$ cat src/include/bp_defines.svh
`ifndef BP_DEFINES_SVH
`define BP_DEFINES_SVH

// PC and table geometry
`define BP_PC_W        16                    // Fetch and target PC width
`define BP_INDEX_W     4                     // Low PC bits select the entry
`define BP_DEPTH       16                    // Entries per table
`define BP_TAG_W       12                    // Upper PC bits kept as BTB tag

// APB register map
`define BP_APB_AW      8                     // Byte address width
`define BP_APB_DW      32                    // Data width
`define BP_REG_UPDATES 8'h00                 // Resolved branch count
`define BP_REG_MISPRED 8'h04                 // Direction mispredict count
`define BP_REG_CTRL    8'h08                 // Bit 0 clears both counts

`endif

$ cat src/bp_pkg.sv
`default_nettype none
`include "bp_defines.svh"

package bp_pkg;

  typedef logic [1:0] bp_ctr_t;                 // 2-bit saturating direction counter

  localparam bp_ctr_t CTR_STRONG_NT = 2'd0;     // Strong not taken
  localparam bp_ctr_t CTR_WEAK_NT   = 2'd1;     // Weak not taken
  localparam bp_ctr_t CTR_WEAK_T    = 2'd2;     // Weak taken
  localparam bp_ctr_t CTR_STRONG_T  = 2'd3;     // Strong taken

  typedef struct packed {
    logic                 valid;                // Entry holds a taken target
    logic [`BP_TAG_W-1:0] tag;                  // Upper PC bits of the owner
    logic [`BP_PC_W-1:0]  target;               // Taken target address
  } btb_entry_t;

  typedef struct packed {
    logic                taken;                 // Redirect fetch to target
    logic                hit;                   // BTB holds this PC
    logic [`BP_PC_W-1:0] target;                // Zero on a miss
  } bp_predict_t;

  typedef struct packed {
    logic                valid;                 // Branch resolved this cycle
    logic [`BP_PC_W-1:0] pc;                    // PC of the resolved branch
    logic                taken;                 // Actual direction
    logic [`BP_PC_W-1:0] target;                // Actual taken target
  } bp_update_t;

  typedef struct packed {
    logic                  psel;
    logic                  penable;
    logic                  pwrite;
    logic [`BP_APB_AW-1:0] paddr;
    logic [`BP_APB_DW-1:0] pwdata;
  } apb_req_t;

  typedef struct packed {
    logic [`BP_APB_DW-1:0] prdata;
    logic                  pready;
    logic                  pslverr;
  } apb_rsp_t;

endpackage

`default_nettype wire

$ cat src/entry_array.sv
`timescale 1ns/10ps
`default_nettype none
`include "bp_defines.svh"

////////////////////////////////////////////////////////////////////////////
// Register array shared by the counter table and the target buffer
////////////////////////////////////////////////////////////////////////////
module entry_array
  import bp_pkg::*;
#(
  parameter type entry_t = bp_ctr_t                // Payload held per entry
) (
  input  logic                   clk,              // Core clock
  input  logic                   reset,            // Sync, active high
  input  logic [`BP_INDEX_W-1:0] rd_index,         // Fetch side index
  output entry_t                 rd_entry,         // Fetch side entry
  input  logic [`BP_INDEX_W-1:0] upd_index,        // Update side index
  output entry_t                 upd_entry,        // Entry before the write
  input  logic                   wr_en,            // Write at upd_index
  input  entry_t                 wr_entry          // New entry value
);

  entry_t entries [`BP_DEPTH];                     // One entry per index

  // Write port, all entries cleared on reset
  always_ff @(posedge clk) begin
    if (reset) begin
      for (int i = 0; i < `BP_DEPTH; i++) begin
        entries[i] <= '0;                          // Strong NT / invalid
      end
    end else if (wr_en) begin
      entries[upd_index] <= wr_entry;              // Visible next cycle
    end
  end

  // Both reads see the old entry during a write
  assign rd_entry  = entries[rd_index];            // Prediction lookup
  assign upd_entry = entries[upd_index];           // Read-modify-write source

endmodule

`default_nettype wire

$ cat src/counter_table.sv
`timescale 1ns/10ps
`default_nettype none
`include "bp_defines.svh"

////////////////////////////////////////////////////////////////////////////
// Branch History Table of 2-bit saturating counters
////////////////////////////////////////////////////////////////////////////
module counter_table
  import bp_pkg::*;
(
  input  logic                clk,                 // Core clock
  input  logic                reset,               // Sync, active high
  input  logic [`BP_PC_W-1:0] fetch_pc,            // PC being fetched
  input  bp_update_t          update,              // Resolved branch
  output logic                predict_taken,       // MSB of fetch counter
  output logic                dir_wrong            // Old counter disagreed
);

  logic [`BP_INDEX_W-1:0] fetch_index;             // Low bits of fetch PC
  logic [`BP_INDEX_W-1:0] upd_index;               // Low bits of update PC
  bp_ctr_t                fetch_ctr;               // Counter at fetch index
  bp_ctr_t                old_ctr;                 // Counter at update index
  bp_ctr_t                next_ctr;                // Counter after the step

  assign fetch_index = fetch_pc[`BP_INDEX_W-1:0];
  assign upd_index   = update.pc[`BP_INDEX_W-1:0];

  entry_array #(
    .entry_t   (bp_ctr_t)
  ) ctr_array_inst (
    .clk       (clk),
    .reset     (reset),
    .rd_index  (fetch_index),
    .rd_entry  (fetch_ctr),
    .upd_index (upd_index),
    .upd_entry (old_ctr),
    .wr_en     (update.valid),                     // Every resolved branch steps
    .wr_entry  (next_ctr)
  );

  assign predict_taken = fetch_ctr[1];             // Weak or strong taken

  // One step toward the actual direction, saturating at both ends
  always_comb begin
    case (old_ctr)
      CTR_STRONG_NT: next_ctr = update.taken ? CTR_WEAK_NT  : CTR_STRONG_NT;
      CTR_WEAK_NT:   next_ctr = update.taken ? CTR_WEAK_T   : CTR_STRONG_NT;
      CTR_WEAK_T:    next_ctr = update.taken ? CTR_STRONG_T : CTR_WEAK_NT;
      default:       next_ctr = update.taken ? CTR_STRONG_T : CTR_WEAK_T;
    endcase
  end

  // Direction the table would have given this branch before the edge
  assign dir_wrong = update.valid && (update.taken != old_ctr[1]);

endmodule

`default_nettype wire

$ cat src/target_buffer.sv
`timescale 1ns/10ps
`default_nettype none
`include "bp_defines.svh"

////////////////////////////////////////////////////////////////////////////
// Direct mapped branch target buffer with tag check
////////////////////////////////////////////////////////////////////////////
module target_buffer
  import bp_pkg::*;
(
  input  logic                clk,                 // Core clock
  input  logic                reset,               // Sync, clears valid bits
  input  logic [`BP_PC_W-1:0] fetch_pc,            // PC being fetched
  input  bp_update_t          update,              // Resolved branch
  output logic                hit,                 // Valid entry, tag match
  output logic [`BP_PC_W-1:0] target               // Zero on a miss
);

  logic [`BP_INDEX_W-1:0] fetch_index;             // Entry for fetch PC
  logic [`BP_INDEX_W-1:0] upd_index;               // Entry for update PC
  logic [`BP_TAG_W-1:0]   fetch_tag;               // Upper fetch PC bits
  btb_entry_t             fetch_entry;             // Entry at fetch index
  btb_entry_t             new_entry;               // Install value
  logic                   install;                 // Taken branch write

  assign fetch_index = fetch_pc[`BP_INDEX_W-1:0];
  assign fetch_tag   = fetch_pc[`BP_PC_W-1:`BP_INDEX_W];
  assign upd_index   = update.pc[`BP_INDEX_W-1:0];

  // Not taken updates leave the entry alone
  assign new_entry = '{valid:  1'b1,
                       tag:    update.pc[`BP_PC_W-1:`BP_INDEX_W],
                       target: update.target};
  assign install   = update.valid && update.taken;

  entry_array #(
    .entry_t   (btb_entry_t)
  ) btb_array_inst (
    .clk       (clk),
    .reset     (reset),
    .rd_index  (fetch_index),
    .rd_entry  (fetch_entry),
    .upd_index (upd_index),
    .upd_entry (),
    .wr_en     (install),
    .wr_entry  (new_entry)
  );

  assign hit    = fetch_entry.valid && (fetch_entry.tag == fetch_tag);
  assign target = hit ? fetch_entry.target : '0;   // Aliased PCs give nothing

endmodule

`default_nettype wire

$ cat src/predict_stats_apb.sv
`timescale 1ns/10ps
`default_nettype none
`include "bp_defines.svh"

////////////////////////////////////////////////////////////////////////////
// Prediction statistics on an APB slave port
////////////////////////////////////////////////////////////////////////////
module predict_stats_apb
  import bp_pkg::*;
(
  input  logic     clk,                            // Core clock
  input  logic     reset,                          // Sync, clears both counts
  input  apb_req_t apb_req,                        // APB request from master
  output apb_rsp_t apb_rsp,                        // Zero wait state response
  input  logic     update_seen,                    // A branch resolved
  input  logic     dir_wrong                       // Its direction was mispredicted
);

  logic [`BP_APB_DW-1:0] update_count;             // Wraps at 2^32
  logic [`BP_APB_DW-1:0] mispred_count;            // Wraps at 2^32
  logic [`BP_APB_DW-1:0] rd_data;                  // Decoded register value
  logic                  addr_ok;                  // Offset is mapped
  logic                  access;                   // Second APB phase
  logic                  clear;                    // Software clear request

  assign access = apb_req.psel && apb_req.penable;

  // Address decode
  always_comb begin
    addr_ok = 1'b1;
    rd_data = '0;
    case (apb_req.paddr)
      `BP_REG_UPDATES: rd_data = update_count;
      `BP_REG_MISPRED: rd_data = mispred_count;
      `BP_REG_CTRL:    rd_data = '0;               // Control reads back zero
      default:         addr_ok = 1'b0;             // Unmapped offset
    endcase
  end

  // Clear takes effect at the edge closing the access phase
  assign clear = access && apb_req.pwrite && addr_ok
                 && (apb_req.paddr == `BP_REG_CTRL) && apb_req.pwdata[0];

  always_ff @(posedge clk) begin
    if (reset) begin
      update_count  <= '0;
      mispred_count <= '0;
    end else if (clear) begin
      update_count  <= '0;                         // Clear wins over an update
      mispred_count <= '0;
    end else begin
      if (update_seen) begin
        update_count <= update_count + 1'b1;
      end
      if (dir_wrong) begin
        mispred_count <= mispred_count + 1'b1;
      end
    end
  end

  ////////////////////////////////////////////////////////////////////////////
  // Response, no wait states
  ////////////////////////////////////////////////////////////////////////////
  assign apb_rsp.prdata  = (apb_req.psel && !apb_req.pwrite && addr_ok)
                           ? rd_data : '0;
  assign apb_rsp.pready  = 1'b1;                   // Every transfer is two cycles
  assign apb_rsp.pslverr = access && !addr_ok;     // Only in the access phase

endmodule

`default_nettype wire

$ cat src/branch_predictor.sv
`timescale 1ns/10ps
`default_nettype none
`include "bp_defines.svh"

////////////////////////////////////////////////////////////////////////////
// Fetch stage branch predictor top level
////////////////////////////////////////////////////////////////////////////
module branch_predictor
  import bp_pkg::*;
(
  input  logic                clk,                 // Core clock
  input  logic                reset,               // Sync, active high
  input  logic [`BP_PC_W-1:0] fetch_pc,            // From the fetch stage
  output bp_predict_t         prediction,          // Same cycle as fetch_pc
  input  bp_update_t          update,              // From the resolving stage
  input  apb_req_t            apb_req,             // Statistics access
  output apb_rsp_t            apb_rsp
);

  logic                ctr_taken;                  // Counter says taken
  logic                btb_hit;                    // Target known for this PC
  logic [`BP_PC_W-1:0] btb_target;                 // Zero on a miss
  logic                dir_wrong;                  // Mispredicted direction

  counter_table counter_table_inst (
    .clk           (clk),
    .reset         (reset),
    .fetch_pc      (fetch_pc),
    .update        (update),
    .predict_taken (ctr_taken),
    .dir_wrong     (dir_wrong)
  );

  target_buffer target_buffer_inst (
    .clk      (clk),
    .reset    (reset),
    .fetch_pc (fetch_pc),
    .update   (update),
    .hit      (btb_hit),
    .target   (btb_target)
  );

  predict_stats_apb predict_stats_apb_inst (
    .clk         (clk),
    .reset       (reset),
    .apb_req     (apb_req),
    .apb_rsp     (apb_rsp),
    .update_seen (update.valid),                   // Every resolved branch counts
    .dir_wrong   (dir_wrong)
  );

  // Redirect only when a target is known
  assign prediction = '{taken:  ctr_taken && btb_hit,
                        hit:    btb_hit,
                        target: btb_target};

endmodule

`default_nettype wire

$ cat config.mk
export PLATFORM = sky130hd
export DESIGN_NAME = branch_predictor
export DESIGN_NICKNAME = d
export VERILOG_FILES = /design/src/bp_pkg.sv /design/src/entry_array.sv /design/src/counter_table.sv /design/src/target_buffer.sv /design/src/predict_stats_apb.sv /design/src/branch_predictor.sv
export VERILOG_INCLUDE_DIRS = /design/src /design/src/include
export SDC_FILE = /design/constraint.sdc
export NUM_CORES = 1
export LEC_CHECK = 0
export BUFFER_PORTS_ARGS = -buffer_cell sky130_fd_sc_hd__buf_2
export CAP_MARGIN = 15
export CORE_MARGIN = 4
export CORE_UTILIZATION = 35
export DETAILED_ROUTE_END_ITERATION = 10
export GPL_TIMING_DRIVEN = 0
export HOLD_SLACK_MARGIN = 0.05
export PLACE_DENSITY = 0.55
export SYNTH_ARGS = -nofsm -noshare
export SYNTH_HDL_FRONTEND = slang
export SYNTH_SLANG_ARGS = --single-unit
$ cat constraint.sdc
create_clock -name clk -period 5.67 [get_ports clk]
set_input_delay 1.134 -clock clk [delete_from_list [all_inputs] [get_ports clk]]
set_output_delay 1.134 -clock clk [all_outputs]
set_load 0.02 [all_outputs]
* Word level (Yosys, flattened, before mapping) *
Memories as Yosys holds them, arrays and structs flattened.
Index checks and enable logic that the tools add are counted.

cells by class
  add/subtract/negate cells = 2
  equality and inequality tests = 6
  reductions and logical operators = 20
  muxes and demuxes = 23

operators by type and width
  cell                   number
  $add 32x1->32 const B  2
  $pmux 32 s2            1
  $mux 32                1
  $mux 29                1
  $reduce_or 29->1       1
  $mux 16                1
  $mux 1                 13
  $eq 12x12->1           1
  $logic_and 1x1->1      12
  $eq 8x3->1 const B     1
  $eq 8x4->1 const B     1
  $logic_not 8->1        1
  $mux 4                 2
  $mux 2                 3
  $pmux 2 s3             1
  $reduce_or 2->1        2
  $reduce_or 3->1        1
  $eq 2x1->1 const B     1
  $eq 2x2->1 const B     1
  $logic_not 1->1        2
  $logic_not 2->1        1
  $ne 1x1->1             1

word-level totals
  bits in writable memories = 496
  input bits = 95
  memories kept = 2
  word-level logic and storage cells = 55
  register bits after elaboration = 64

memories
  memory                                     depth  width  read ports  clocked after Yosys merged registers in  wr ports  line               RTL
  target_buffer_inst.btb_array_inst.entries  16     29     1           0                                        16        entry_array.sv:23  entry_t entries [`BP_DEPTH];
  counter_table_inst.ctr_array_inst.entries  16     2      2           0                                        16        entry_array.sv:23

* Depth between registers and ports, before layout *
Gate-level depths: netlist of the first run.

  word-level depth = 7
  gate-level depth with buffers = 13
  gate-level depth less buffers = 7

* Cells and area by module *
Synthesis of the first run repeated with hierarchy kept, for this count alone.

second synthesis, totals
  cell total of the unflattened synthesis = 2190
  area, all modules = 30067.6 um^2

modules (own cells, without submodules)
  module                                            times used  seq. area each (um^2)  cells an instance  area each (um^2)
  entry_array at target_buffer_inst.btb_array_inst  1           13933.4                1538               24161.9
  predict_stats_apb                                 1           1281.2                 438                3474.6
  entry_array at counter_table_inst.ctr_array_inst  1           960.9                  150                1929.4
  target_buffer                                     1           0.0                    57                 449.2
  counter_table                                     1           0.0                    5                  38.8
  branch_predictor                                  1           0.0                    2                  13.8

* Worst setup path before layout of the first run *
Ideal clock, no wire load.

  path type = input -> output
  start = input port fetch_pc[0]
  end = output port prediction[0] (netlist bit)
  setup slack = 744 ps
  stages = 8
  buffers on the path = 3
  arrival = 3792 ps
  required time = 4536 ps
  cell sequence = buf_6 > buf_6 > buf_6 > mux4_2 > mux4_2 > xnor2_1 > nand4b_2 > nor4b_1

RTL lines
  element             line                    RTL
  start: declaration  branch_predictor.sv:13  input logic [`BP_PC_W-1:0] fetch_pc,
  end: declaration    branch_predictor.sv:14  output bp_predict_t prediction,

==> flow_metrics.tcl, run 1 <==
set metrics [dict create \
    yosysSeqAreaShare_pct 60.6 \
    yosysMostFrequentCell "edfxtp_1" \
    ant_nets 0 \
    htree_levels 3 \
    status "finished, final reports clean" \
    grt_overflow 0 \
    finalHoldViolCount 0 \
    fp.coreArea_sq_um 74600 \
    fin_worst_skew_ps 20.6 \
    antenna_found_initial 12 \
    worst-path-max-fanout 10 \
    hpwl_um 57900 \
    drt_iter0_markers 1836 \
    num_rows 100 \
    crit_arrival_ps 4340 \
    layout.nets 2227 \
    num_vias 17600 \
    instances_no_fill 3153 \
    place_area_sq_um 28800 \
    avgSynthCellArea_sq_um 13.7 \
    power_density_nw_per_um2 308 \
    synth-edff-count 480 \
    final_util_pct 41.7 \
    p_leak_uw 0.0113 \
    die_h_um 283 \
    syn-num-nets 2027 \
    synth_commonest_cells "480 x edfxtp_1, 287 x and2_1, 180 x and3_1" \
    finalCritPeriodShare_pct 96.6 \
    drt_pass1_iterations 5 \
    ys_types 60 \
    dieArea_sq_um 79900 \
    grt_setup_unrepaired "false" \
    synthTopCellsByArea "edfxtp_1 55%, mux4_2 12%, and2_1 6.8%" \
    routedWlPerCell_um 26.6 \
    holdWs_ps 449 \
    clk_pin_slew_ps 60 \
    hp-class "reg -> reg" \
    drc 0 \
    ys_ff_latch 560 \
    yosys.area.top_type_share_pct 54.6 \
    grt_pass1_vias 18200 \
    syn_area_sq_um 26400 \
    design_area_sq_um 31100 \
    portBuffers 108 \
    initial_core_util_pct 35.4 \
    worstPathRequired_ps 4540 \
    synth-async-reset-ratio_pct 0 \
    clk_path_buf_depth 3 \
    cts_tree "done" \
    fmax_ghz 0.183 \
    yosys_warnings 0 \
    clk-insertion-delay-late_ps 600 \
    grtUsageTotal_pct 20.8 \
    synth_cells 1930 \
    placed_cells 3026 \
    postCtsHoldBufs 0 \
    grt_max_degree 20 \
    setup_viol 0 \
    wl_um 83800 \
    area_delta_synth_final_pct 17.6 \
    cp-end-kind "output port" \
    die_x_um 283 \
    p_total_uw 9580 \
    drv_cap 0 \
    setup.worst_path.class "in -> out" \
    gp_congestion 0.921 \
    maxSlewViolCount 0 \
    yosys.area.top_type "edfxtp_1" \
    cts_buffers 66 \
    vdd.ir_drop.worst_mv 0.218 \
    relSlewSlack_pct 18.0 \
    layout-drive-gt1-share_pct 20.7 \
    grt_pass1_wl_um 121000 \
    worstSetupStartpointType "input pin" \
    pin_count 147 \
    viasPerCell 5.57 \
    worstMarginPinSlew_ps 1230 \
    synth_flop_cell "edfxtp_1" \
    cts_num_sinks 560 \
    finalWorstPathRequiredPeriod_ps 5480 \
    cts-root-buf "clkbuf_16" \
]
worst max-delay path: stages:
cell and delay, ps:
buf_6 200, buf_8 220, buf_4 310, buf_6 230, mux2i_1 350, a22o_1 230
o32ai_1 90, mux2i_1 400, o2111ai_4 190, buf_12 190, buf_4 200, nor4b_2 320
buf_2 220
area by class of cell:
| class | instances | area, sq um |
|---|---|---|
| multi-input combinational | 1179 | 9860 |
| timing repair buffer | 132 | 1050 |
| tap | 969 | 1210 |
| antenna | 8 | 20.0 |
| clock inverter | 22 | 116 |
| sequential | 560 | 16000 |
| fill | 6813 | 43500 |
| buffer | 178 | 830 |
| clock buffer | 92 | 1930 |
| inverter | 13 | 48.8 |
cells by family after synthesis:
group / Yosys count / synth area share [%]
and+or+nand+nor: 808 / 17.7
DFF: 560 / 60.6
buffers and inverters: 191 / 3.10
muxes: 179 / 13.3
AOI/OAI and AO/OA: 140 / 3.49
xor gates and xnor gates: 48 / 1.59
adders and majority gates: 3 / 0.133
other: 1 / 0.0142
cells in the final DEF (no fill, tap or decap), types with 16 or more instances in the layout:
master	count
o21ai_4	16
a21oi_1	25
dfxtp_1	80
nand4_1	22
clkbuf_1	150
nand2_1	62
buf_2	122
nor2_1	128
and3_1	180
or3_1	17
clkbuf_16	72
edfxtp_1	480
mux4_2	138
and2_1	287
mux2i_1	36
xnor2_1	21
o21ai_0	18
nand3_1	31
a22oi_1	36
xor2_1	27
timing repair:
action,4_1_cts,5_1_grt
resized for setup,21,14
endpoints found under the hold margin,0,0
setup endpoints to repair,18,18
setup buffers,2,0
pin swaps,0,1
power by group:
| group | total, uW | internal [uW] | switching, uW | leakage [uW] |
|---|---|---|---|---|
| Combinational | 812 | 319 | 493 | 0.00506 |
| Clock | 4060 | 2370 | 1690 | 0.00101 |
| Sequential | 4710 | 4650 | 52.8 | 0.00524 |
flip-flops by register name (all words and copies together) (netlist names):
| signal | count |
|---|---|
| counter_table_inst.ctr_array_inst.entries | 32 |
| predict_stats_apb_inst.mispred_count | 32 |
| predict_stats_apb_inst.update_count | 32 |
| target_buffer_inst.btb_array_inst.entries | 464 |
stage by stage:
step / TNS [ps] / setup WS, ps
5_1_grt: 0 / 4.61
2_1_floorplan: 0 / 744
4_1_cts: 0 / 31.8
3_3_place_gp: -902670 / -2560
6_report: 0 / 195
3_5_place_dp: -10980 / -890
routing by layer:
metal	vias to the layer above	routed length [um]	GRT usage, %
met5	-	35	0
met4	6	3170	7.41
met3	168	6290	4.85
met2	677	39500	33.6
met1	9060	34800	27.8
li1	7663	-	-
worst paths after layout:
| kind | startpoint | slack, ps | cells after the start | end |
|---|---|---|---|---|
| setup / recovery | fetch_pc[0] | 190 | 13 | prediction[8] |
| hold / removal | register | 450 | 1 | register |
| setup reg to reg | register | 2820 | 7 | predict_stats_apb_inst.mispred_count[30]$_SDFFE_PP0P_ |
| hold reg to reg | register | 450 | 1 | register |
No activity file was read; power rests on OpenSTA's default activity.
==> run 2: changes to the inputs <==
--- a/config.mk
+++ b/config.mk
@@ -8,8 +8,10 @@
 export LEC_CHECK = 0
 export BUFFER_PORTS_ARGS = -buffer_cell sky130_fd_sc_hd__buf_2
 export CAP_MARGIN = 15
+export CORE_ASPECT_RATIO = 2
 export CORE_MARGIN = 4
 export CORE_UTILIZATION = 35
+export CTS_BUF_LIST = sky130_fd_sc_hd__clkbuf_16
 export DETAILED_ROUTE_END_ITERATION = 10
 export GPL_TIMING_DRIVEN = 0
 export HOLD_SLACK_MARGIN = 0.05
==> run 2 against run 1 <==
  * Hold slack better by 8.8 ps
  * Total power fell by 7.6%
  * Sequential cell count unchanged
  * Sequential power hardly changed
  * Cell count is 0.67% higher
  * Clock power decreased by 19%
  * Critical path type unchanged
  * Critical endpoint is now prediction[0]
  * Highest routed layer unchanged
==> flow_metrics.tcl, run 2 (synthesis results as in run 1) <==
set metrics [dict create \
    largest_reg_flops 464 \
    final_util_pct 41.1 \
    wl_um 92100 \
    fp.coreArea_sq_um 75000 \
    cp-end-kind "output port" \
    worstPathRequired_ps 4540 \
    worst-path-max-fanout 10 \
    die_h_um 397 \
    finalCritPeriodShare_pct 99.2 \
    instances_no_fill 3174 \
    layout_commonest_cell "edfxtp_1" \
    finalWorstPathRequiredPeriod_ps 5620 \
    antenna_found_initial 9 \
    worstMarginPinSlew_ps 992 \
    p_total_uw 8850 \
    clk_path_buf_depth 3 \
    gp_congestion 0.915 \
    die_x_um 202 \
    cts-root-buf "clkbuf_16" \
    cts_tree "done" \
    status "finished, final reports clean" \
    cts_num_sinks 560 \
    final.setup.tns_ps 0 \
    top_register "target_buffer_inst.btb_array_inst.entries" \
    relSlewSlack_pct 33.9 \
    pin_count 147 \
    clk_pin_slew_ps 70 \
    grt_max_degree 19 \
    setup_viol 0 \
    area_delta_synth_final_pct 16.5 \
    grt_pass1_vias 18800 \
    maxSlewViolCount 0 \
    vdd.ir_drop.worst_mv 0.232 \
    num_rows 142 \
    drv_cap 0 \
    grt_overflow 0 \
    initial_core_util_pct 35.2 \
    drt_pass1_iterations 5 \
    drt_iter0_markers 1508 \
    placed_cells 3073 \
    fin_worst_skew_ps 7.21 \
    routedWlPerCell_um 29.0 \
    p_leak_uw 0.0112 \
    postCtsHoldBufs 0 \
    htree_levels 2 \
    final_cell_mix "480 x edfxtp_1, 287 x and2_1, 180 x and3_1" \
    hpwl_um 66800 \
    dieArea_sq_um 80200 \
    worstSetupStartpointType "input pin" \
    crit_arrival_ps 4490 \
    hp-class "reg -> reg" \
    fmax_ghz 0.178 \
    grt_setup_unrepaired "false" \
    cts_buffers 50 \
    clk-insertion-delay-late_ps 590 \
    finalHoldViolCount 0 \
    ant_nets 0 \
    setup.worst_path.class "in -> out" \
    viasPerCell 5.61 \
    grtUsageTotal_pct 22.5 \
    num_vias 17800 \
    grt_pass1_wl_um 130000 \
    drc 0 \
    layout.nets 2221 \
    portBuffers 108 \
    layout-drive-gt1-share_pct 20.3 \
    power_density_nw_per_um2 287 \
]
## run 2: cell count changes in the layout (fill, tap and decap cells not counted), moves of 4 or more
cell / change
clkbuf_1: -16
buf_4: +5
clkbuf_16: -22
inv_1: +7
buf_16: +8
clkbuf_8: -5
buf_8: -4
## run 2: path summary, 6_finish.rpt
check | startpoint | to | slack, ps | cells past startpoint
worst max-delay path | fetch_pc[2] | prediction[0] | 50 | 11
worst min-delay path | register | register | 460 | 1
worst max register to register | register | predict_stats_apb_inst.mispred_count[23]$_SDFFE_PP0P_ | 2700 | 7
worst min register to register | register | register | 460 | 1
## run 2: metrics by stage
stage / setup slack (ps) / area, sq um / hold slack (ps)
2_1_floorplan: 744 / 26400 / 422
3_3_place_gp: -3110 / 28200 / 430
3_5_place_dp: -486 / 29100 / 440
4_1_cts: -5.54 / 30700 / 456
5_1_grt: 7.24 / 30800 / 472
6_report: 47.6 / 30800 / 457
## run 2: layer usage
metal | routed length (um) | up-vias | global-route usage (%)
li1 | - | 7628 | -
met1 | 29300 | 9070 | 22.4
met2 | 51000 | 830 | 43.7
met3 | 5650 | 278 | 3.62
met4 | 6100 | 8 | 12.3
met5 | 49 | - | 0
## run 2: repair_timing
action                                  4_1_cts  5_1_grt
buffers inserted                              3        0
endpoints found under the setup margin       18       13
resized for setup                            19        6
pin swaps                                     0        0
## run 2: final cells by class
cell class | count | area [sq um]
Timing Repair Buffer | 142 | 1290
Clock inverter | 38 | 254
Antenna cell | 6 | 15.0
Buffer | 178 | 808
Sequential cell | 560 | 16000
Multi-Input combinational cell | 1179 | 9840
Tap cell | 1008 | 1260
Clock buffer | 50 | 1250
Inverter | 13 | 48.8
Fill cell | 7087 | 44200
## run 2: worst max-delay path, cell delays in order
cell and delay, ps:
buf_2 220, buf_2 390, buf_2 410, buf_4 300, buf_4 330, mux2i_1 380, xnor2_1 180, o2111ai_2 140
buf_8 200, nor4b_1 510, buf_2 260
## run 2: where the power goes
group / switching [uW] / internal, uW / total (uW)
Clock: 1590 / 1700 / 3290
Combinational: 517 / 336 / 852
Sequential: 60.2 / 4650 / 4710
